===== config.mk =====
export PLATFORM = sky130hd
export DESIGN_NAME = tcdm_sram_bank
export DESIGN_NICKNAME = d
export VERILOG_FILES = /design/src/tcdm_pkg.sv /design/src/tcdm_sram_bank.sv
export SDC_FILE = /design/constraint.sdc
export NUM_CORES = 2
export LEC_CHECK = 0
export ABC_AREA = 1
export BUFFER_PORTS_ARGS = -buffer_cell sky130_fd_sc_hd__buf_4
export CAP_MARGIN = 20
export CORE_ASPECT_RATIO = 0.6
export CORE_MARGIN = 4
export CORE_UTILIZATION = 56
export CTS_CLUSTER_DIAMETER = 60
export DETAILED_ROUTE_END_ITERATION = 7
export PLACE_DENSITY = 0.7
export SYNTH_ARGS = -nofsm -noshare
export SYNTH_HDL_FRONTEND = slang
export SYNTH_SLANG_ARGS = --single-unit

===== constraint.sdc =====
create_clock -name clk_i -period 3.7 [get_ports clk_i]
set_input_delay 0.74 -clock clk_i [delete_from_list [all_inputs] [get_ports clk_i]]
set_output_delay 0.74 -clock clk_i [all_outputs]
set_load 0.02 [all_outputs]

===== src/tcdm_pkg.sv =====
package tcdm_pkg;

  // data path widths
  localparam int unsigned DataWidth = 32;
  localparam int unsigned AddrWidth = 32;
  localparam int unsigned BeWidth   = DataWidth / 8;

  // byte offset inside a word, dropped when forming a word index
  localparam int unsigned ByteOffWidth = $clog2(BeWidth);

  // widest word index a bank could ever need; each bank keeps only
  // the low bits that cover its own depth
  localparam int unsigned WordIdxWidth = AddrWidth - ByteOffWidth;

  // default subsystem shape, picked up by the top level
  localparam int unsigned NrBanksDefault   = 4;
  localparam int unsigned BankWordsDefault = 64;
  localparam int unsigned FifoDepthDefault = 4;

  // host request payload; the strobe travels beside it
  typedef struct packed {
    logic                 we;
    logic [BeWidth-1:0]   be;
    logic [AddrWidth-1:0] addr;
    logic [DataWidth-1:0] wdata;
  } tcdm_req_t;

  // response returned to the host and by each bank
  typedef struct packed {
    logic                 valid;
    logic                 err;
    logic [DataWidth-1:0] rdata;
  } tcdm_rsp_t;

  // request as a bank sees it after decode
  // word_idx is the word offset from the bank start address
  typedef struct packed {
    logic                    we;
    logic [BeWidth-1:0]      be;
    logic [WordIdxWidth-1:0] word_idx;
    logic [DataWidth-1:0]    wdata;
  } bank_req_t;

endpackage


===== src/tcdm_sram_bank.sv =====
module tcdm_sram_bank #(
  parameter int unsigned BankWords = 64
) (
  input  logic                clk_i,
  input  logic                rst_ni,
  input  logic                sel,
  input  tcdm_pkg::bank_req_t bank_req,
  output tcdm_pkg::tcdm_rsp_t bank_rsp
);

  localparam int unsigned BankAddrWidth = (BankWords > 1) ? $clog2(BankWords) : 1;

  logic [tcdm_pkg::DataWidth-1:0] mem_q [BankWords];

  logic [BankAddrWidth-1:0]       idx;
  logic                           valid_q;
  logic [tcdm_pkg::DataWidth-1:0] rdata_q;

  // only the low bits cover this bank
  assign idx = bank_req.word_idx[BankAddrWidth-1:0];

  // byte-masked write
  always_ff @(posedge clk_i) begin
    if (sel && bank_req.we) begin
      for (int b = 0; b < tcdm_pkg::BeWidth; b++) begin
        if (bank_req.be[b]) begin
          mem_q[idx][b*8 +: 8] <= bank_req.wdata[b*8 +: 8];
        end
      end
    end
  end

  // read data register, writes answer with zero
  always_ff @(posedge clk_i) begin
    if (sel) begin
      rdata_q <= bank_req.we ? '0 : mem_q[idx];
    end
  end

  always_ff @(posedge clk_i or negedge rst_ni) begin
    if (!rst_ni) begin
      valid_q <= 1'b0;
    end else begin
      valid_q <= sel;
    end
  end

  assign bank_rsp.valid = valid_q;
  assign bank_rsp.err   = 1'b0;
  assign bank_rsp.rdata = rdata_q;

endmodule


==> impl_results.md <==
- Die Area: 0.1636 sq mm
- TritonCTS buffer count: 181
- Vias in the first global route: 55,830
- Area Overhead vs Synth: 10.65%
- GP Congestion: 0.8849
- Top cell by count, worst path: buf_4
- Worst-path cell chain: buf_4 -> inv_2 -> nor3_2 -> buf_4 -> nand2_1 -> nor2_1
- Synth top area cells: edfxtp_1 71%, nand2_1 25%, nor2_1 1.4%, buf_2 1.4%, clkbuf_1 0.67%
- Cell variety after synth: 21
- CP max stage cell: nor2_1
- Max-cap violations: 0
- HP Class: input pin to async pin
- DRT Pass-1 Iters: 8
- CORE AREA: 0.1557 sq mm
- Arrival time worst endpoint: 3.70 ns
- Congestion Overflow GR: 0
- Final period util: 88.51%
- CTS tree: yes
- Status: completed
- Skew final: 0.02726 ns
- Maximum vdd drop: 0.5082 mV
- Min Clock Period, post-route: 3.275 ns
- Hold WS: 0.2437 ns
- Worst-margin pin slew: 1.165 ns
- Crit path launch type: input pin
- I/O pin count: 104
- Fmax: 305.4 MHz
- Setup bufs post-CTS: 0
- Initial core utilization: 56.48%
- Max Transition Viols Final: 0
- Sequential-to-total area share from yosys stat: 71.07%
- Antenna viol nets, final: 0
- First-pass GRT wire length: 359,600 um
- Syn. warnings: 0
- Top-area cell type share of the netlist area: 71.04%
- Overall die height: 314.9 um
- Slew HR: 22.14%
- Syn Area/Cell: 10.08 sq um
- Post-CTS Hold Buffers: 1
- Clk sink count: 2,081
- Drt first-iter violations: 7,938
- Clock insertion delay at the later pin of the skew report: 0.82 ns
- Fill count: 12,250
- HPWL after DPL: 143,100 um
- Gr usage total: 29.49%
- Setup repair after global routing missed its margin: false
- Final Util: 62.49%
- Clk slew on worst S/H paths: 0.06 ns
- CTS max path bufs: 3
- CP Launch Point: bank_req[36]
- Post-cts resize count: 0
- Fin nets: 8,872
- Mapped Nets: 8,795
- DRC violation count after routing: 0
- Gate count of the mapped netlist: 8,725
- Routed wire length: 243,700 um
- Vias after detailed routing: 60,900
- Final-report hold violation count: 0
- WL per Instance: 22.02 um
- Worst setup EP type: flop
- RR Startpoint: mem_q[17][18]
- Layout cells sized above 1: 6.836%
- Worst setup path class: input pin to flop
- Cell Area, Synth: 0.08793 sq mm
- #FFs+latches synth: 2,081
- Worst EP required: 4.13 ns
- Leakage power: 0.04045 uW
- Max FO, Critical Path: 15
- R2R Setup Slk: 1.84 ns
- Port bufs: 78
- Largest net degree at the start of global routing: 148
- Root Buffer Master: clkbuf_16
- Final setup violation count: 0
- Antenna violations before repair: 12
- H-tree depth: 4
- Slowest stage delay, CP: 1.00 ns
- Pwr Density: 484.2 mW/mm^2
- Chip width: 519.6 um
- Vias per cell: 5.503
- Largest area contributor in the netlist: edfxtp_1
- Rows: 112
## per-layer routing
layer	vias up	wire length [um]	GRT usage, %
met5	-	471	2.027
met4	11	9414	11.22
met3	471	30370	8.771
met2	3274	102100	41.31
met1	28860	101300	43.47
li1	28280	-	-
## final cells by class
cell class / instances / area (sq um) / area share (%)
multi-input combinational: 6165 / 23350 / 24.00
clock inverter: 100 / 758.2 / 0.7794
inverter: 21 / 110.1 / 0.1132
tap: 2109 / 2639 / 2.712
timing repair buffer: 352 / 3231 / 3.321
clock buffer: 219 / 4672 / 4.802
sequential: 2081 / 62480 / 64.23
antenna: 19 / 47.55 / 0.04887
## critical path: cells and delay by family
family,cells,cell delay [ns]
and+or+nand+nor,3,2.36
buffers and inverters,3,0.59
## final timing paths
| check | end | cells past startpoint |
|---|---|---|
| min in group clk_i | rdata_q[3] | 1 |
| max reg2reg | rdata_q[18] | 10 |
| min reg2reg | rdata_q[30] | 6 |
| max | mem_q[54][13] | 6 |
| min | valid_q | 2 |
| max in group asynchronous | valid_q | 2 |
## layout by cell type (no fill, tap or decap), types with 5 or more instances in the layout
master,netlist,layout
nand2_1,5757,5757
edfxtp_1,2080,2080
nor2_1,331,331
buf_4,14,303
clkbuf_16,0,181
clkinv_1,0,51
buf_12,0,45
clkbuf_1,157,38
a21oi_1,32,32
clkinv_2,1,24
diode_2,0,19
inv_1,15,15
nor2_2,9,9
nor3_2,0,8
o211ai_1,8,8
o21ai_1,6,6
inv_6,0,6
bufinv_16,0,6
inv_16,0,5
## cell usage after synthesis
cell	number
nand2_1	5757
edfxtp_1	2080
nor2_1	331
buf_2	242
clkbuf_1	157
buf_1	43
a21oi_1	32
inv_1	15
buf_4	14
nor2_2	9
nor3_1	8
o211ai_1	8
nand3_1	7
o21ai_1	6
inv_2	5
o21ai_0	3
or2_2	3
buf_6	2
clkinv_2	1
conb_1	1
dfrtp_1	1
## through the flow
step	total power [uW]	cell area, sq um	TNS (ns)	setup slack (ns)	cells
finish	47100	97290	0	0.4252	11070
global placement	29480	91800	-0.1308	-0.01689	10730
global route	48550	97250	0	0.5966	11050
CTS	47170	97240	0	0.7585	11050
detailed placement	29520	91800	-1.335	-0.09735	10730
floorplan	28200	87930	0	1.176	8725
## state kept, by name, summed over array words and instances, names as in the netlist
signal and flops:
rdata_q 32, valid_q 1, mem_q 2048
## kinds of logic (layout without fill, tap and decap cells)
group | after synthesis | in the layout | share of synthesized area (%)
buffers and inverters | 479 | 692 | 2.468
other | 1 | 20 | 0.004265
and+or+nand+nor | 6115 | 6115 | 26.16
DFF | 2081 | 2081 | 71.07
AOI/OAI and AO/OA | 49 | 49 | 0.3017
## where the power goes
group	switching, uW	internal (uW)
clock network	8580	9440
logic	2310	707
registers	56.1	26000
total	10900	36200
Power figures use the tool's default switching activity.
