$ cat src/tcdm_pkg.sv
package tcdm_pkg;

  // data path widths
  localparam int unsigned DataWidth = 32;
  localparam int unsigned AddrWidth = 32;
  localparam int unsigned BeWidth   = DataWidth / 8;

  // byte offset inside a word, dropped when forming a word index
  localparam int unsigned ByteOffWidth = $clog2(BeWidth);

  // widest word index a bank could ever need; each bank keeps only
  // the low bits that cover its own depth
  localparam int unsigned WordIdxWidth = AddrWidth - ByteOffWidth;

  // default subsystem shape, picked up by the top level
  localparam int unsigned NrBanksDefault   = 4;
  localparam int unsigned BankWordsDefault = 64;
  localparam int unsigned FifoDepthDefault = 4;

  // host request payload; the strobe travels beside it
  typedef struct packed {
    logic                 we;
    logic [BeWidth-1:0]   be;
    logic [AddrWidth-1:0] addr;
    logic [DataWidth-1:0] wdata;
  } tcdm_req_t;

  // response returned to the host and by each bank
  typedef struct packed {
    logic                 valid;
    logic                 err;
    logic [DataWidth-1:0] rdata;
  } tcdm_rsp_t;

  // request as a bank sees it after decode
  // word_idx is the word offset from the bank start address
  typedef struct packed {
    logic                    we;
    logic [BeWidth-1:0]      be;
    logic [WordIdxWidth-1:0] word_idx;
    logic [DataWidth-1:0]    wdata;
  } bank_req_t;

endpackage

$ cat src/tcdm_req_fifo.sv
module tcdm_req_fifo #(
  parameter int unsigned FifoDepth = 4
) (
  input  logic                clk_i,
  input  logic                rst_ni,
  // host side
  input  logic                req,
  input  tcdm_pkg::tcdm_req_t req_data,
  output logic                gnt,
  // bus side
  input  logic                pop,
  output logic                fifo_valid,
  output tcdm_pkg::tcdm_req_t fifo_req
);

  localparam int unsigned PtrWidth = (FifoDepth > 1) ? $clog2(FifoDepth) : 1;
  localparam int unsigned CntWidth = $clog2(FifoDepth + 1);

  tcdm_pkg::tcdm_req_t mem_q [FifoDepth];

  logic [PtrWidth-1:0] wr_ptr_q;
  logic [PtrWidth-1:0] rd_ptr_q;
  logic [CntWidth-1:0] cnt_q;

  logic push;
  logic pop_ok;

  // host may push whenever there is a free slot
  assign gnt        = (cnt_q != CntWidth'(FifoDepth));
  assign fifo_valid = (cnt_q != '0);
  assign fifo_req   = mem_q[rd_ptr_q];

  assign push   = req && gnt;
  assign pop_ok = pop && fifo_valid;

  // storage, payload only
  always_ff @(posedge clk_i) begin
    if (push) begin
      mem_q[wr_ptr_q] <= req_data;
    end
  end

  always_ff @(posedge clk_i or negedge rst_ni) begin
    if (!rst_ni) begin
      wr_ptr_q <= '0;
      rd_ptr_q <= '0;
      cnt_q    <= '0;
    end else begin
      if (push) begin
        wr_ptr_q <= (wr_ptr_q == PtrWidth'(FifoDepth - 1)) ? '0 : wr_ptr_q + 1'b1;
      end
      if (pop_ok) begin
        rd_ptr_q <= (rd_ptr_q == PtrWidth'(FifoDepth - 1)) ? '0 : rd_ptr_q + 1'b1;
      end
      // simultaneous push and pop leaves the fill level as is
      case ({push, pop_ok})
        2'b10:   cnt_q <= cnt_q + 1'b1;
        2'b01:   cnt_q <= cnt_q - 1'b1;
        default: cnt_q <= cnt_q;
      endcase
    end
  end

  // bus must only drain what is actually queued
  pop_needs_data: assert property (
    @(posedge clk_i) disable iff (!rst_ni) pop |-> fifo_valid
  ) else $error("pop while request buffer is empty");

  // fill level stays within the storage across any push/pop sequence
  cnt_in_range: assert property (
    @(posedge clk_i) disable iff (!rst_ni) cnt_q <= CntWidth'(FifoDepth)
  ) else $error("request buffer count exceeds depth");

endmodule

$ cat config.mk
export PLATFORM = sky130hd
export DESIGN_NAME = tcdm_req_fifo
export DESIGN_NICKNAME = d
export VERILOG_FILES = /design/src/tcdm_pkg.sv /design/src/tcdm_req_fifo.sv
export SDC_FILE = /design/constraint.sdc
export NUM_CORES = 1
export LEC_CHECK = 0
export BUFFER_PORTS_ARGS = -buffer_cell sky130_fd_sc_hd__buf_2
export CORE_ASPECT_RATIO = 0.9
export CORE_MARGIN = 3
export CORE_UTILIZATION = 55
export DETAILED_ROUTE_END_ITERATION = 16
export GPL_ROUTABILITY_DRIVEN = 0
export PLACE_DENSITY = 0.77
export SLEW_MARGIN = 20
export SYNTH_ARGS = -nofsm -noshare
export SYNTH_HDL_FRONTEND = slang
export SYNTH_SLANG_ARGS = --single-unit
$ cat constraint.sdc
create_clock -name clk_i -period 2.9 [get_ports clk_i]
set_input_delay 0 -clock clk_i [delete_from_list [all_inputs] [get_ports clk_i]]
set_output_delay 0 -clock clk_i [all_outputs]
set_load 0.02 [all_outputs]
==> out/metrics.yaml <==
routing:
  top_layer: "met4"
  wl_per_cell_um: 21.0
  wl_met3_um: 1340
  ant_nets: 0
  vias_per_cell: 5.47
  drt_iter0_markers: 307
  drcViolationCount: 0
  first_pass_iters: 4
  met2_wirelength_um: 9550
  vias: 4946
  routed_wl_um: 19000
  wl_met1_um: 7820
pwr:
  leakagePower_uw: 0.00456
  irDropWorstVdd_mv: 0.892
  power.density_nw_per_um2: 1020
outcome:
  outcome: "complete, no violations"
worst_setup_path:
  worstReg2RegEnd: "cnt_q[2]$_DFFE_PN0P_"
  worstPathMaxFanout: 28
  worst_setup_path_start_kind: "flop"
  crit_type: "flop to primary output"
  cp.arrival_ns: 2.51
  critPathLaunch: "rd_ptr_q[0]$_DFFE_PN0P_"
  r2r_start: "cnt_q[0]$_DFFE_PN0P_"
  required_ns: 2.90
  endpoint_kind: "primary output"
  crit_path_end: "fifo_req[24]"
  r2r_cells: 9
  rrSetupSlack_ns: 0.65
sta:
  slew_violations: 0
  clock_skew_ns: 0.00930
  hold_violations: 0
  rsz0062_at_grt: "false"
  setup_viol: 0
  slew_headroom_pct: 36.7
  hold_ws_ns: 0.229
  max_freq_mhz: 399
  post-route-period-util_pct: 86.4
  worst_pin_slew_ns: 0.949
  finalCriticalPeriod_ns: 2.51
  tns_ns: 0
floorplanning:
  core_area_um2: 18500
  die_w_um: 151
  start_util_pct: 56.3
  die-area_um2: 20600
  fp.dieH_um: 136
  io_pins: 144
  fp-row-count: 47
clocking:
  clk_latency_ns: 0.52
  clock_tree.root_cell: "clkbuf_16"
  ctsResizeCount: 0
  clock-sinks: 283
  cts_tree: "done"
  cts_htree_levels: 1
  cts_inserted_buffers: 28
  clockBufferDepth: 3
  path_clk_slew_ns: 0.06
cells_and_area:
  nNetsFinal: 718
  area.growth.synth_to_final_pct: 25.9
  drive_above_1_share_pct: 40.9
synthesis:
  synthCells: 401
  syn_nets: 481
  syn_area_um2: 10400
  synth-seq-cells: 283
  syn_avg_cell_area_um2: 25.9
  yosysWarnings: 0
  synth_cell_types: 20
  seq_area_frac_synth_pct: 81.5
hold_path:
  hp-class: "input port to flop"
place:
  port-buffer-count: 143
  dp_hpwl_um: 10800
global_routing:
  grt_pass1_vias: 5348
  grt_overflow_total: 0
  grt_pass1_wl_um: 29500
  grt_max_degree: 64
  antenna_found_initial: 1
  grt_use_total_pct: 18.8
flow_run:
  cap_violations: 0
## cells by family after synthesis
logic type                 Yosys count  synth area share (%)
muxes                               74                  15.6
DFF                                283                  81.5
and+or+nand+nor                     11                 0.699
adders and majority gates            7                 0.915
buffers and inverters               23                  1.10
xor gates and xnor gates             3                 0.253
## cell usage after synthesis
library cell,count,area (um^2)
and2_4,1,8.76
and3_2,4,30.0
buf_2,4,20.0
buf_4,6,45.0
clkbuf_1,6,22.5
dfrtp_1,7,175
edfxtp_1,276,8290
fa_1,1,20.0
ha_1,6,75.1
inv_1,7,26.3
mux2_2,2,22.5
mux2_4,2,30.0
mux2i_1,1,10.0
mux4_2,69,1550
nand2_1,1,3.75
nor2_1,3,11.3
or3_2,1,7.51
or3b_4,1,11.3
xnor2_1,1,8.76
xor2_1,2,17.5
## per-stage QoR
step | cells | setup WS [ns] | cell area, um^2 | total power, uW | util (%)
6_report | 904 | 0.394 | 13100 | 13400 | 70.8
5_1_grt | 904 | 0.227 | 13100 | 14000 | 70.8
4_1_cts | 903 | 0.300 | 13100 | 13500 | 70.8
3_5_place_dp | 780 | 0.676 | 11500 | 10000 | 62.1
3_3_place_gp | 780 | 0.756 | 11500 | 9880 | 62.1
2_1_floorplan | 401 | 0.781 | 10400 | 8610 | -
## critical path, cell delays in order, from the launching register on
cell and delay, ns:
dfrtp_4 0.80, buf_4 0.42, mux4_2 0.56, buf_2 0.18
## how the worst min path moves through the flow
stage            startpoint                 endpoint  depth (start not counted)
2_1_floorplan        rst_ni     cnt_q[0]$_DFFE_PN0P_                          0
3_3_place_gp         rst_ni  wr_ptr_q[0]$_DFFE_PN0P_                          1
3_5_place_dp         rst_ni  wr_ptr_q[1]$_DFFE_PN0P_                          1
4_1_cts        req_data[43]   mem_q[3][43]$_DFFE_PP_                          2
5_1_grt        req_data[31]   mem_q[2][31]$_DFFE_PP_                          2
6_report        req_data[4]    mem_q[1][4]$_DFFE_PP_                          2
## state kept, by name, indices dropped and copies added, names as in the netlist
register	cells
wr_ptr_q	2
cnt_q	3
rd_ptr_q	2
mem_q	276
## layout make-up
| cell class | count | area (um^2) |
|---|---|---|
| fillers | 1112 | 5390 |
| clock inverters | 10 | 98.8 |
| clock buffers | 40 | 787 |
| inverters | 7 | 26.3 |
| repair buffers | 223 | 1560 |
| flip-flops and latches | 283 | 8470 |
| diodes | 1 | 2.50 |
| multi-input cells | 95 | 1830 |
| well taps | 245 | 307 |
## power by group
group / switching [uW] / internal, uW / total, uW
Sequential: 497 / 5410 / 5900
Clock: 1370 / 2050 / 3430
Combinational: 2230 / 1790 / 4020
## routing by layer
| layer | up-vias | global-route usage, % |
|---|---|---|
| met3 | 20 | 4.37 |
| met4 | 0 | 3.63 |
| met1 | 2582 | 26.4 |
| met5 | - | 0 |
| met2 | 154 | 31.2 |
| li1 | 2190 | - |
## cells in the final DEF, fill, tap and decap left out, drive strengths merged
master | Yosys | final
mux2 | 4 | 4
edfxtp | 276 | 276
clkinv | 0 | 7
or3 | 1 | 1
mux2i | 1 | 1
bufinv | 0 | 2
nor2 | 3 | 3
diode | 0 | 1
xor2 | 2 | 2
fa | 1 | 1
ha | 6 | 6
buf | 10 | 150
mux4 | 69 | 69
inv | 7 | 8
dfrtp | 7 | 7
dlygate4sd3 | 0 | 73
or3b | 1 | 1
clkbuf | 6 | 40
xnor2 | 1 | 1
and2 | 1 | 1
nand2 | 1 | 1
and3 | 4 | 4
## what timing repair did
| action | in CTS | in global routing |
|---|---|---|
| hold buffers | 73 | 0 |
| hold endpoints to repair | 287 | 0 |
| buffers inserted | 0 | 0 |
No activity file was read; power rests on OpenSTA's default activity.
