`config.mk`:
```
export PLATFORM = sky130hd
export DESIGN_NAME = tcdm_bus
export DESIGN_NICKNAME = d
export VERILOG_FILES = /design/src/tcdm_pkg.sv /design/src/tcdm_bus.sv
export SDC_FILE = /design/constraint.sdc
export NUM_CORES = 1
export LEC_CHECK = 0
export ABC_AREA = 1
export BUFFER_PORTS_ARGS = -buffer_cell sky130_fd_sc_hd__buf_2
export CORE_AREA = 2 2 224 226
export DETAILED_ROUTE_END_ITERATION = 10
export DIE_AREA = 0 0 226 228
export PLACE_DENSITY = 0.38
export REMOVE_ABC_BUFFERS = 1
export SYNTH_ARGS = -nofsm -noshare
export SYNTH_HDL_FRONTEND = slang
export SYNTH_SLANG_ARGS = --single-unit
```
`constraint.sdc`:
```
create_clock -name clk_i -period 10.3 [get_ports clk_i]
set_input_delay 2.06 -clock clk_i [delete_from_list [all_inputs] [get_ports clk_i]]
set_output_delay 2.06 -clock clk_i [all_outputs]
set_load 0.1 [all_outputs]
```
`src/tcdm_pkg.sv`:
```
package tcdm_pkg;

  // data path widths
  localparam int unsigned DataWidth = 32;
  localparam int unsigned AddrWidth = 32;
  localparam int unsigned BeWidth   = DataWidth / 8;

  // byte offset inside a word, dropped when forming a word index
  localparam int unsigned ByteOffWidth = $clog2(BeWidth);

  // widest word index a bank could ever need; each bank keeps only
  // the low bits that cover its own depth
  localparam int unsigned WordIdxWidth = AddrWidth - ByteOffWidth;

  // default subsystem shape, picked up by the top level
  localparam int unsigned NrBanksDefault   = 4;
  localparam int unsigned BankWordsDefault = 64;
  localparam int unsigned FifoDepthDefault = 4;

  // host request payload; the strobe travels beside it
  typedef struct packed {
    logic                 we;
    logic [BeWidth-1:0]   be;
    logic [AddrWidth-1:0] addr;
    logic [DataWidth-1:0] wdata;
  } tcdm_req_t;

  // response returned to the host and by each bank
  typedef struct packed {
    logic                 valid;
    logic                 err;
    logic [DataWidth-1:0] rdata;
  } tcdm_rsp_t;

  // request as a bank sees it after decode
  // word_idx is the word offset from the bank start address
  typedef struct packed {
    logic                    we;
    logic [BeWidth-1:0]      be;
    logic [WordIdxWidth-1:0] word_idx;
    logic [DataWidth-1:0]    wdata;
  } bank_req_t;

endpackage

```
`src/tcdm_bus.sv`:
```
module tcdm_bus #(
  parameter int unsigned NrBanks   = 4,
  parameter int unsigned BankWords = 64
) (
  input  logic                                 clk_i,
  input  logic                                 rst_ni,
  // request buffer side
  input  logic                                 fifo_valid,
  input  tcdm_pkg::tcdm_req_t                  fifo_req,
  output logic                                 pop,
  // run-time address map, start inclusive, end exclusive
  input  logic [tcdm_pkg::AddrWidth-1:0]       cfg_addr_start [NrBanks],
  input  logic [tcdm_pkg::AddrWidth-1:0]       cfg_addr_end   [NrBanks],
  // bank side
  output logic [NrBanks-1:0]                   bank_sel,
  output tcdm_pkg::bank_req_t                  bank_req,
  input  tcdm_pkg::tcdm_rsp_t                  bank_rsp       [NrBanks],
  // host response
  output tcdm_pkg::tcdm_rsp_t                  rsp
);

  localparam int unsigned SelWidth      = (NrBanks > 1) ? $clog2(NrBanks) : 1;
  localparam int unsigned BankAddrWidth = (BankWords > 1) ? $clog2(BankWords) : 1;

  logic                            hit;
  logic [SelWidth-1:0]             sel_idx;
  logic [tcdm_pkg::AddrWidth-1:0]  offset;
  logic [tcdm_pkg::WordIdxWidth-1:0] offset_words;
  logic                            err_pending_q;
  logic [NrBanks-1:0]              bank_valid;
  tcdm_pkg::tcdm_rsp_t             rsp_d;

  // no device-side stall, so every queued request is taken at once
  assign pop = fifo_valid;

  // range match, the highest matching bank wins
  always_comb begin
    hit     = 1'b0;
    sel_idx = '0;
    for (int i = 0; i < NrBanks; i++) begin
      if ((fifo_req.addr >= cfg_addr_start[i]) && (fifo_req.addr < cfg_addr_end[i])) begin
        hit     = 1'b1;
        sel_idx = SelWidth'(i);
      end
    end
  end

  always_comb begin
    bank_sel = '0;
    if (pop && hit) begin
      bank_sel[sel_idx] = 1'b1;
    end
  end

  // word offset into the selected bank
  assign offset       = fifo_req.addr - cfg_addr_start[sel_idx];
  assign offset_words = offset[tcdm_pkg::AddrWidth-1:tcdm_pkg::ByteOffWidth];

  assign bank_req.we       = fifo_req.we;
  assign bank_req.be       = fifo_req.be;
  assign bank_req.word_idx = tcdm_pkg::WordIdxWidth'(offset_words[BankAddrWidth-1:0]);
  assign bank_req.wdata    = fifo_req.wdata;

  // a miss is answered one cycle later, the same as a bank
  always_ff @(posedge clk_i or negedge rst_ni) begin
    if (!rst_ni) begin
      err_pending_q <= 1'b0;
    end else begin
      err_pending_q <= pop && !hit;
    end
  end

  // merge bank responses with the decode error
  always_comb begin
    rsp_d.valid = err_pending_q;
    rsp_d.err   = err_pending_q;
    rsp_d.rdata = '0;
    for (int i = 0; i < NrBanks; i++) begin
      bank_valid[i] = bank_rsp[i].valid;
      if (bank_rsp[i].valid) begin
        rsp_d.valid = 1'b1;
        rsp_d.err   = rsp_d.err | bank_rsp[i].err;
        rsp_d.rdata = rsp_d.rdata | bank_rsp[i].rdata;
      end
    end
  end

  always_ff @(posedge clk_i or negedge rst_ni) begin
    if (!rst_ni) begin
      rsp <= '0;
    end else begin
      rsp <= rsp_d;
    end
  end

  // the OR merge relies on one bank answering at a time
  one_bank_rsp: assert property (
    @(posedge clk_i) disable iff (!rst_ni) $onehot0(bank_valid)
  ) else $error("more than one bank response valid");

endmodule

```
==> metrics.md, run 1 <==
| Metric | Value |
|---|---|
| Syn avg cell area | 6.54 um2 |
| Inserted Clock Buffers | 5 |
| Flop2flop setup slack | 9.55 ns |
| Crit-path max cell delay | 0.42 ns |
| Clock Tree Buf Depth | 2 |
| Port Buffers | 471 |
| Total Wirelength | 45100 um |
| Worst hold slack | 0.513 ns |
| I/O pins | 570 |
| Most numerous cell in the Yosys netlist | nand2_1 |
| Crit path max-delay cell type | buf_2 |
| Crit share post-route | 75.6% |
| Worst hold path cell count | 2 |
| Crit path required time | 8.24 ns |
| Post-route DRC | 0 |
| Max cap viols | 0 |
| Post-Synthesis Cells | 1435 |
| Top_reg_cell synth | dfrtp_1 |
| Die ar. | 51500 um2 |
| Worst-Margin Slew | 0.817 ns |
| VDD IR max | 75.2 uV |
| Crit-path max FO | 13 |
| Placer Congestion | 0.856 |
| Area leader, netlist | ha_1 |
| Worst-path clk slew | 0.05 ns |
| Critical path class | in2out |
| Row cnt | 82 |
| Hold path endpoint | rsp[33] |
| # setup viols final | 0 |
| Headroom to the max-slew limit | 44.9% |
| Share of cells above drive strength 1 | 27.9% |
| Placed cell count | 2521 |
| Setup TNS | 0 ns |
| RSZ-0062 raised after global routing | no |
| Crit path DAT | 5.73 ns |
| Element type at the critical path end | output pin |
| Reg power frac | 14.9% |
| Vias per cell | 4.12 |
| Launch point of the worst reg-to-reg path | err_pending_q |
| Clock network power share | 14.3% |
| Post-synthesis async set-or-reset flop share | 100% |
| Initial Util | 19.0% |
| Die Ht | 228 um |
| Post-synth top area share | 34.4% |
| Grt ovf | 0 |
| Synth cell types | 45 |
| Die Span X | 226 um |
| Cell-internal power | 0.000454 W |
| Post-DR wirelength/cell | 17.8 um |
| Comb pwr share | 70.7% |
| Seq/Total Area, Yosys | 9.33% |
| 1st-pass router iterations | 4 |
| Postcts setup bufs | 0 |
| Post-CTS sizing | 0 |
| H-tree levels | 2 |
| Root buf cell | clkbuf_16 |
| P&R area growth vs syn | 30.7% |
| Status | completed |
| Switching power | 0.000600 W |
| Peak Freq | 128 MHz |
| Clk_lat worst skew | 0.28 ns |
| Reg2reg end | rsp[32] |
| Vias in the first global route | 10900 |
| Initial antenna violation count | 24 |
| Post-DP HPWL | 40400 um |
| Via count | 10400 |
| Min-delay worst type | reg2reg |
| First-pass GRT wire length | 64700 um |
| WP buf/inv | 2 |
| EDFF count, synth | 0 |
| Net Sw Frac | 56.9% |
| NumNets Final | 2578 |
| Post-synth top cells | 360 x nand2_1, 310 x inv_1, 258 x ha_1 |
| CP most frequent cell | nand2_1 |
| Largest delay contributor family on the critical path | simple AND/OR/NAND/NOR gates |
| Fin. Hold Viols | 0 |
| Final clock skew | 0.000208 ns |
| Mapped Area | 9390 um2 |
| Finished Layout Cells | 2534 |
| Hold-fix buffers at CTS | 0 |
| PD cells | 85.8 nW/um2 |
| Starting DRT DRC Count | 292 |
| # clock sinks | 35 |
| GRT Util Overall | 16.9% |
| CTS tree | done |
| Most area-consuming cells after synthesis | ha_1 34%, nand2_1 14%, inv_1 12%, dfrtp_1 9.3%, a21oi_1 6.4% |
| Slew Viols, Final | 0 |
| Hold Startpoint | err_pending_q |
| YS warnings | 0 |
| Worst Reg-to-Reg Cells | 2 |
| Worst setup SP type | input port |
| Leakage | 7.61 nW |
| Critical Path, Cell by Cell | buf_2, ha_1, a21oi_1, nor2_1, nor3_1, nand2_1, nand2_1, nand2_1, nand2_1, nand3_4, and2_4, o21ai_0, o221ai_1, ha_1, a21oi_1, o21bai_1, a21oi_1, nand3_1, nand2_1, buf_2 |
| Core Box Area | 49300 um2 |
| Synthesized flop and latch total | 35 |
| Final ANT Viol Nets | 0 |
| Largest net degree at the start of global routing | 36 |
| Minimum clock period after layout | 7.79 ns |
| Fillcell total | 5694 |
area by class of cell:
cell class	instances	area (um2)	area share, %
clock buffer	7	133	1.08
clock inverter	1	5.00	0.0408
sequential	35	876	7.13
tap	672	841	6.85
multi-input combinational	1029	6870	56.0
inverter	314	1180	9.60
antenna	5	12.5	0.102
timing repair buffer	471	2360	19.2
power groups by stage:
stage	Sequential, W	Combinational, W	Clock, W
6_report	0.000157	0.000745	0.000151
3_3_place_gp	0.000160	0.000752	0
2_1_floorplan	0.000240	0.000424	0
4_1_cts	0.000158	0.000758	0.000158
5_1_grt	0.000158	0.000826	0.000159
3_5_place_dp	0.000160	0.000755	0
worst register-to-register path, cell delays in order (launching register included):
cell and delay (ns):
dfrtp_1 0.39, a21oi_1 0.12, nand4_1 0.11
metal layers:
metal	vias to the layer above	part of all wire [%]	global-route usage (%)	wire [um]
li1	5387	-	-	-
met5	-	0.48	0.569	218
met1	4564	37	17.1	16700
met4	30	1.8	3.66	811
met2	395	52	33.4	23400
met3	57	8.9	5.01	4010
layout by cell type, fill, tap and decap left out, types with 2 or more instances in the layout:
cell	n
buf_2	471
o21ai_1	8
ha_1	258
nor2_2	4
dfrtp_1	35
o21bai_1	4
clkbuf_16	5
inv_1	310
nand3_4	2
nor2_1	62
nor4_1	2
nand3_2	3
o21a_1	6
nor3_2	5
o211ai_1	4
diode_2	5
a21o_1	5
and3_1	4
a211oi_1	2
o21ai_0	35
a21oi_1	120
a31oi_1	2
xor2_1	2
nand2_2	11
o221ai_1	6
nand4_1	46
nand3b_1	2
nand2_1	360
inv_2	4
nand3_1	24
nor3_1	11
clkbuf_1	2
conb_1	24
nand2_4	4
a21oi_4	2
sequential cells by signal, summed over array words and instances, names as in the netlist:
name / count
rsp: 34
err_pending_q: 1
cells by family (layout without fill, tap and decap cells):
group / after synthesis / count (layout) / synth area share, %
AND/OR/NAND/NOR: 548 / 548 / 26.0
buffers and inverters: 394 / 793 / 18.4
adder cells (fa/ha/maj): 258 / 258 / 34.4
AO/OA/AOI/OAI: 197 / 197 / 11.7
flip-flops: 35 / 35 / 9.33
XOR/XNOR: 2 / 2 / 0.187
other: 1 / 29 / 0.0399
stage by stage:
step | setup WS, ns | power (W) | instance area [um2] | util [%]
2_1_floorplan | 2.55 | 0.000664 | 8930 | -
3_3_place_gp | 2.33 | 0.000911 | 12100 | 24.6
3_5_place_dp | 2.35 | 0.000915 | 12100 | 24.6
4_1_cts | 2.33 | 0.00107 | 12300 | 24.9
5_1_grt | 2.07 | 0.00114 | 12300 | 24.9
6_report | 2.51 | 0.00105 | 12300 | 24.9
worst max-delay path by stage:
stage                          start      endpoint  slack [ns]  cells after the start
global route            fifo_req[37]  bank_req[36]        2.07                     20
detailed placement      fifo_req[45]  bank_req[36]        2.35                     19
CTS                     fifo_req[45]  bank_req[36]        2.33                     19
global placement        fifo_req[47]  bank_req[37]        2.33                     21
floorplan           cfg_addr_end[23]  bank_req[33]        2.55                     14
finish                  fifo_req[37]  bank_req[36]        2.51                     20
Note: power is estimated with default switching activity, not from simulation.
==> run 2: changes to the inputs <==
==> constraint.sdc (replaced) <==
create_clock -name clk_i -period 7.9 [get_ports clk_i]
set_input_delay 1.58 -clock clk_i [delete_from_list [all_inputs] [get_ports clk_i]]
set_output_delay 1.58 -clock clk_i [all_outputs]
set_load 0.1 [all_outputs]
==> run 2 against run 1 <==
Against the previous run:
- register-to-register slack got worse by 2.4 ns
- sequential power rose by 31%
- clock power rose by 58%
- sequential cell count did not move
- worst hold slack got worse by 0.0015 ns
- global-route usage barely moved
- critical path depth fell by 1
- total power rose by 34%
- critical path type unchanged
==> metrics.md, run 2 (same netlist as run 1, synthesis figures left out) <==
| Metric | Value |
|---|---|
| Inserted Clock Buffers | 5 (unchanged) |
| Peak Freq | 146 MHz |
| Post-route DRC | 0 (unchanged) |
| Leakage | 7.63 nW (was 7.61 nW) |
| Most frequent cells in the layout | 471 x buf_2, 360 x nand2_1, 310 x inv_1 (unchanged) |
| Post-CTS sizing | 0 (unchanged) |
| 1st-pass router iterations | 8 (was 4) |
| Total Wirelength | 45000 um (was 45100 um) |
| Die Span X | 226 um (unchanged) |
| Grt ovf | 0 (unchanged) |
| Final ANT Viol Nets | 0 (unchanged) |
| Clk_lat worst skew | 0.29 ns (was 0.28 ns) |
| Crit path required time | 6.32 ns (was 8.24 ns) |
| Placer Congestion | 0.856 (about the same) |
| Share of cells above drive strength 1 | 28.1% (was 27.9%) |
| Final clock skew | 0.000286 ns (was 0.000208 ns) |
| Post-DR wirelength/cell | 17.8 um (about the same) |
| Finished Layout Cells | 2536 (was 2534) |
| Commonest non-fill, non-tap cell in the layout | buf_2 (unchanged) |
| Vias in the first global route | 11000 (was 10900) |
| Die ar. | 51500 um2 (unchanged) |
| Initial Util | 19.0% (unchanged) |
| Fillcell total | 5681 (was 5694) |
| Worst setup SP type | input port (unchanged) |
| RSZ-0062 raised after global routing | no (unchanged) |
| Critical path class | in2out (unchanged) |
| GRT Util Overall | 16.9% (about the same) |
| Final WS setup | 1.05 ns (was 2.51 ns) |
| PD cells | 115 nW/um2 (was 85.8 nW/um2) |
| Slew Viols, Final | 0 (unchanged) |
| # setup viols final | 0 (unchanged) |
| Worst-Margin Slew | 0.834 ns (was 0.817 ns) |
| Hold-fix buffers at CTS | 0 (unchanged) |
| Multi-input logic area | 6870 um2 (unchanged) |
| Port Buffers | 471 (unchanged) |
| Row cnt | 82 (unchanged) |
| Crit share post-route | 86.7% |
| Worst-path clk slew | 0.06 ns (was 0.05 ns) |
| Root buf cell | clkbuf_16 (unchanged) |
| P&R area growth vs syn | 31.2% (was 30.7%) |
| Element type at the critical path end | output pin (unchanged) |
| Fin. Hold Viols | 0 (unchanged) |
| Top flop regs | rsp: 34 flops, err_pending_q: 1 flops (unchanged) |
| Starting DRT DRC Count | 273 (was 292) |
| CTS tree | done (unchanged) |
| Clock Tree Buf Depth | 2 (unchanged) |
| Die Ht | 228 um (unchanged) |
| Crit path DAT | 5.27 ns (was 5.73 ns) |
| Minimum clock period after layout | 6.85 ns |
| NumNets Final | 2578 (unchanged) |
| Vias per cell | 4.14 (was 4.12) |
| Setup TNS | 0 ns (unchanged) |
| Placed cell count | 2521 (unchanged) |
| Largest net degree at the start of global routing | 36 (unchanged) |
| Total Power | 0.00142 W (was 0.00105 W) |
| VDD IR max | 102 uV (was 75.2 uV) |
| Postcts setup bufs | 0 (unchanged) |
| Min-delay worst type | reg2reg (unchanged) |
| Initial antenna violation count | 25 (was 24) |
| Via count | 10500 (was 10400) |
| Headroom to the max-slew limit | 44.4% (was 44.9%) |
| # clock sinks | 35 (unchanged) |
| Top reg by flops | rsp (unchanged) |
| Max reg flops | 34 (unchanged) |
| Pre-CTS WS | 0.900 ns (was 2.35 ns) |
| Core Box Area | 49300 um2 (unchanged) |
| Post-DP HPWL | 40300 um (was 40400 um) |
| Status | completed (unchanged) |
| I/O pins | 570 (unchanged) |
| H-tree levels | 2 (unchanged) |
| Register area | 876 um2 (unchanged) |
| First-pass GRT wire length | 64900 um (was 64700 um) |
| Crit-path max FO | 8 (was 13) |
| Max cap viols | 0 (unchanged) |
## run 2: cell count changes in the layout (fill, tap and decap cells not counted), sizes merged
cell / change
bufinv: +1
diode: +2
clkbuf: -1
## run 2: layout make-up
class	instances	share of cell area, %
clock inverters	2	0.284
well taps	672	6.83
clock buffers	6	1.13
diodes	7	0.142
flip-flops and latches	35	7.11
inverters	314	9.57
repair buffers	471	19.1
multi-input cells	1029	55.8
## run 2: path summary, 6_finish.rpt
kind	cells after the start	slack (ns)	end	startpoint
worst min register to register	2	0.51	rsp[33]	err_pending_q
worst max register to register	2	7.17	rsp[32]	err_pending_q
max in group asynchronous	1	5.98	rsp[12]	rst_ni
min in group asynchronous	1	1.38	rsp[6]	rst_ni
worst max-delay path	19	1.05	bank_req[36]	fifo_req[47]
worst min-delay path	2	0.51	rsp[33]	err_pending_q
## run 2: report_power, final
group | total (W) | switching [W] | internal, W
Clock | 0.000239 | 0.0000820 | 0.000157
Sequential | 0.000205 | 0.00000994 | 0.000195
Combinational | 0.000972 | 0.000691 | 0.000280
Total | 0.00142 | 0.000783 | 0.000632
## run 2: through the flow
step                      hold WS [ns]  area [um2]  util, %
after floorplan                  0.439        8930        -
after global placement           0.516       12100     24.6
after detailed placement         0.517       12100     24.6
after CTS                        0.530       12300     24.9
after global routing             0.554       12300     24.9
final                            0.512       12300     25.0
## run 2: critical path, stage by stage
cell and delay [ns]:
buf_2 0.18, ha_1 0.32, nand2_1 0.09, nor4_1 0.62
nand2_1 0.14, nand2_2 0.11, a21oi_4 0.07, nor2_8 0.14
nand2_2 0.07, and2_4 0.18, o21ai_0 0.14, o221ai_1 0.13
ha_1 0.36, a21oi_1 0.26, o21bai_1 0.09, a21oi_1 0.18
nand3_1 0.11, nand2_1 0.07, buf_2 0.42
## run 2: metal layers
| layer | GRT usage, % | up-vias | wire length (um) |
|---|---|---|---|
| met5 | 0.380 | - | 218 |
| met4 | 4.49 | 32 | 1010 |
| li1 | - | 5381 | - |
| met1 | 17.0 | 4588 | 16600 |
| met3 | 5.23 | 63 | 3950 |
| met2 | 33.1 | 423 | 23300 |
==> run 3: changes to the inputs <==
==> constraint.sdc (replaced) <==
create_clock -name clk_i -period 7.9 [get_ports clk_i]
set_input_delay 1.185 -clock clk_i [delete_from_list [all_inputs] [get_ports clk_i]]
set_output_delay 1.185 -clock clk_i [all_outputs]
set_load 0.1 [all_outputs]
==> run 3 against run 2 <==
Against the previous run:
- total power about the same
- core utilization about the same
- first-iteration DRC count up 21%
- critical path type unchanged
- cell count down 0.12%
==> metrics.md, run 3 (same netlist as run 1, synthesis figures left out) <==
| Metric | Value |
|---|---|
| Port Buffers | 471 (unchanged) |
| Cell-internal power | 0.000632 W (about the same) |
| Multi-input logic area | 6870 um2 (unchanged) |
| 1st-pass router iterations | 4 (was 8) |
| P&R area growth vs syn | 31.1% (was 31.2%) |
| Most frequent cells in the layout | 471 x buf_2, 360 x nand2_1, 310 x inv_1 (unchanged) |
| Worst setup SP type | input port (unchanged) |
| Fin. Hold Viols | 0 (unchanged) |
| Placer Congestion | 0.855 (was 0.856) |
| Top flop regs | rsp: 34 flops, err_pending_q: 1 flops (unchanged) |
| Crit path required time | 6.71 ns (was 6.32 ns) |
| Critical Path Start | fifo_req[47] (unchanged) |
| Worst-Margin Slew | 0.808 ns (was 0.834 ns) |
| Element type at the critical path end | output pin (unchanged) |
| Slew Viols, Final | 0 (unchanged) |
| Headroom to the max-slew limit | 45.4% (was 44.4%) |
| Post-DR wirelength/cell | 17.7 um (was 17.8 um) |
| Leakage | 7.63 nW (about the same) |
| Total Power | 0.00141 W (was 0.00142 W) |
| Initial antenna violation count | 22 (was 25) |
| Flop2flop setup slack | 7.15 ns (was 7.17 ns) |
| GRT Util Overall | 16.9% (about the same) |
| Initial Util | 19.0% (unchanged) |
| Post-route DRC | 0 (unchanged) |
| Critical Path, Cell by Cell | buf_2, ha_1, nand2_1, nor4_1, nand2_1, nand2_2, a21oi_4, nor2_8, nand2_2, and2_4, o21ai_0, o221ai_1, ha_1, a21oi_1, inv_1, a21oi_1, nor2_1, nor2_1, nand3_1, nand2_1, buf_2 (was buf_2, ha_1, nand2_1, nor4_1, nand2_1, nand2_2, a21oi_4, nor2_8, nand2_2, and2_4, o21ai_0, o221ai_1, ha_1, a21oi_1, o21bai_1, a21oi_1, nand3_1, nand2_1, buf_2) |
| Post-DP HPWL | 40400 um (was 40300 um) |
| Launch point of the worst reg-to-reg path | err_pending_q (unchanged) |
| Clk_lat worst skew | 0.28 ns (was 0.29 ns) |
| Clock network power share | 16.9% (about the same) |
| Max cap viols | 0 (unchanged) |
| Share of cells above drive strength 1 | 28.1% (unchanged) |
| Register area | 876 um2 (unchanged) |
| Worst Reg-to-Reg Cells | 2 (unchanged) |
| Comb pwr share | 68.7% (was 68.6%) |
| Status | completed (unchanged) |
| Clock Tree Buf Depth | 2 (unchanged) |
| Die ar. | 51500 um2 (unchanged) |
| NumNets Final | 2578 (unchanged) |
| Crit path max-delay cell type | nor4_1 (unchanged) |
| Peak Freq | 164 MHz (was 146 MHz) |
| Min-delay worst type | reg2reg (unchanged) |
| Starting DRT DRC Count | 330 (was 273) |
| First-pass GRT wire length | 64600 um (was 64900 um) |
| Top reg by flops | rsp (unchanged) |
| # clock sinks | 35 (unchanged) |
| Final clock skew | 0.000203 ns (was 0.000286 ns) |
| Die Ht | 228 um (unchanged) |
| Commonest non-fill, non-tap cell in the layout | buf_2 (unchanged) |
| Inserted Clock Buffers | 5 (unchanged) |
| Max reg flops | 34 (unchanged) |
| Crit-path max cell delay | 0.62 ns (about the same) |
| Crit path DAT | 4.90 ns (was 5.27 ns) |
| Critical Path End | bank_req[37] (was bank_req[36]) |
| Grt ovf | 0 (unchanged) |
| Critical path class | in2out (unchanged) |
| Net Sw Frac | 55.3% (about the same) |
| Final WS setup | 1.82 ns (was 1.05 ns) |
| Pre-CTS WS | 1.67 ns (was 0.900 ns) |
| CP most frequent cell | nand2_1 (unchanged) |
| Post-CTS sizing | 0 (unchanged) |
| Vias in the first global route | 10900 (was 11000) |
| Total Wirelength | 44900 um (was 45000 um) |
| Worst-path clk slew | 0.06 ns (about the same) |
| Setup TNS | 0 ns (unchanged) |
| Reg2reg end | rsp[32] (unchanged) |
| Core Box Area | 49300 um2 (unchanged) |
| Postcts setup bufs | 0 (unchanged) |
| Via count | 10500 (about the same) |
| Vias per cell | 4.15 (was 4.14) |
| PD cells | 115 nW/um2 (about the same) |
| Worst hold slack | 0.515 ns (was 0.512 ns) |
| Placed cell count | 2521 (unchanged) |
| CTS tree | done (unchanged) |
| Reg power frac | 14.4% (was 14.5%) |
| VDD IR max | 124 uV (was 102 uV) |
| Largest net degree at the start of global routing | 36 (unchanged) |
| RSZ-0062 raised after global routing | no (unchanged) |
| Root buf cell | clkbuf_16 (unchanged) |
| Crit-path max FO | 8 (unchanged) |
| Crit share post-route | 77.0% (was 86.7%) |
| I/O pins | 570 (unchanged) |
| Finished Layout Cells | 2533 (was 2536) |
| Die Span X | 226 um (unchanged) |
| # setup viols final | 0 (unchanged) |
| Fillcell total | 5719 (was 5681) |
| Hold-fix buffers at CTS | 0 (unchanged) |
| Switching power | 0.000783 W (about the same) |
| Row cnt | 82 (unchanged) |
| H-tree levels | 2 (unchanged) |
| Final ANT Viol Nets | 0 (unchanged) |
| Minimum clock period after layout | 6.08 ns (was 6.85 ns) |
-- run 3: cell count changes in the layout (fill, tap and decap cells not counted) --
cell,delta
diode_2,-3
-- run 3: power groups by stage --
stage | clock network, W | logic, W | registers [W]
floorplan | 0 | 0.000553 | 0.000313
global placement | 0 | 0.000980 | 0.000208
detailed placement | 0 | 0.000986 | 0.000208
CTS | 0.000247 | 0.000990 | 0.000205
global route | 0.000254 | 0.00108 | 0.000205
finish | 0.000239 | 0.000972 | 0.000204
-- run 3: critical path, delay by kind of cell --
family                     cells  cell delay, ns
AOI/OAI and AO/OA              5            0.70
and+or+nand+nor               11            1.68
buffers and inverters          3            0.67
adders and majority gates      2            0.68
-- run 3: stage by stage --
| step | instance area, um2 | util, % |
|---|---|---|
| after detailed placement | 12100 | 24.6 |
| final | 12300 | 24.9 |
| after CTS | 12300 | 24.9 |
| after global routing | 12300 | 24.9 |
| after global placement | 12100 | 24.6 |
| after floorplan | 8930 | - |
-- run 3: cell type report --
type                            instances  area share (%)
Sequential cell                        35            7.11
Clock inverter                          2           0.285
Tap cell                              672            6.83
Antenna cell                            4          0.0813
Clock buffer                            6            1.13
Inverter                              314            9.57
Timing Repair Buffer                  471            19.1
Multi-Input combinational cell       1029            55.8
-- run 3: worst min-delay path by stage --
stage                  startpoint      end  slack (ns)  depth (start not counted)
global placement    err_pending_q  rsp[33]        0.52                          2
floorplan           err_pending_q  rsp[33]        0.44                          2
global route        err_pending_q  rsp[32]        0.56                          2
detailed placement  err_pending_q  rsp[33]        0.52                          2
CTS                 err_pending_q  rsp[33]        0.53                          2
finish              err_pending_q  rsp[33]        0.51                          2
-- run 3: metal layers --
layer  global-route usage [%]  share of wire [%]
met1                     17.0                 37
met2                     33.5                 52
met3                     4.89                8.9
met4                     3.39                1.7
met5                    0.474               0.45
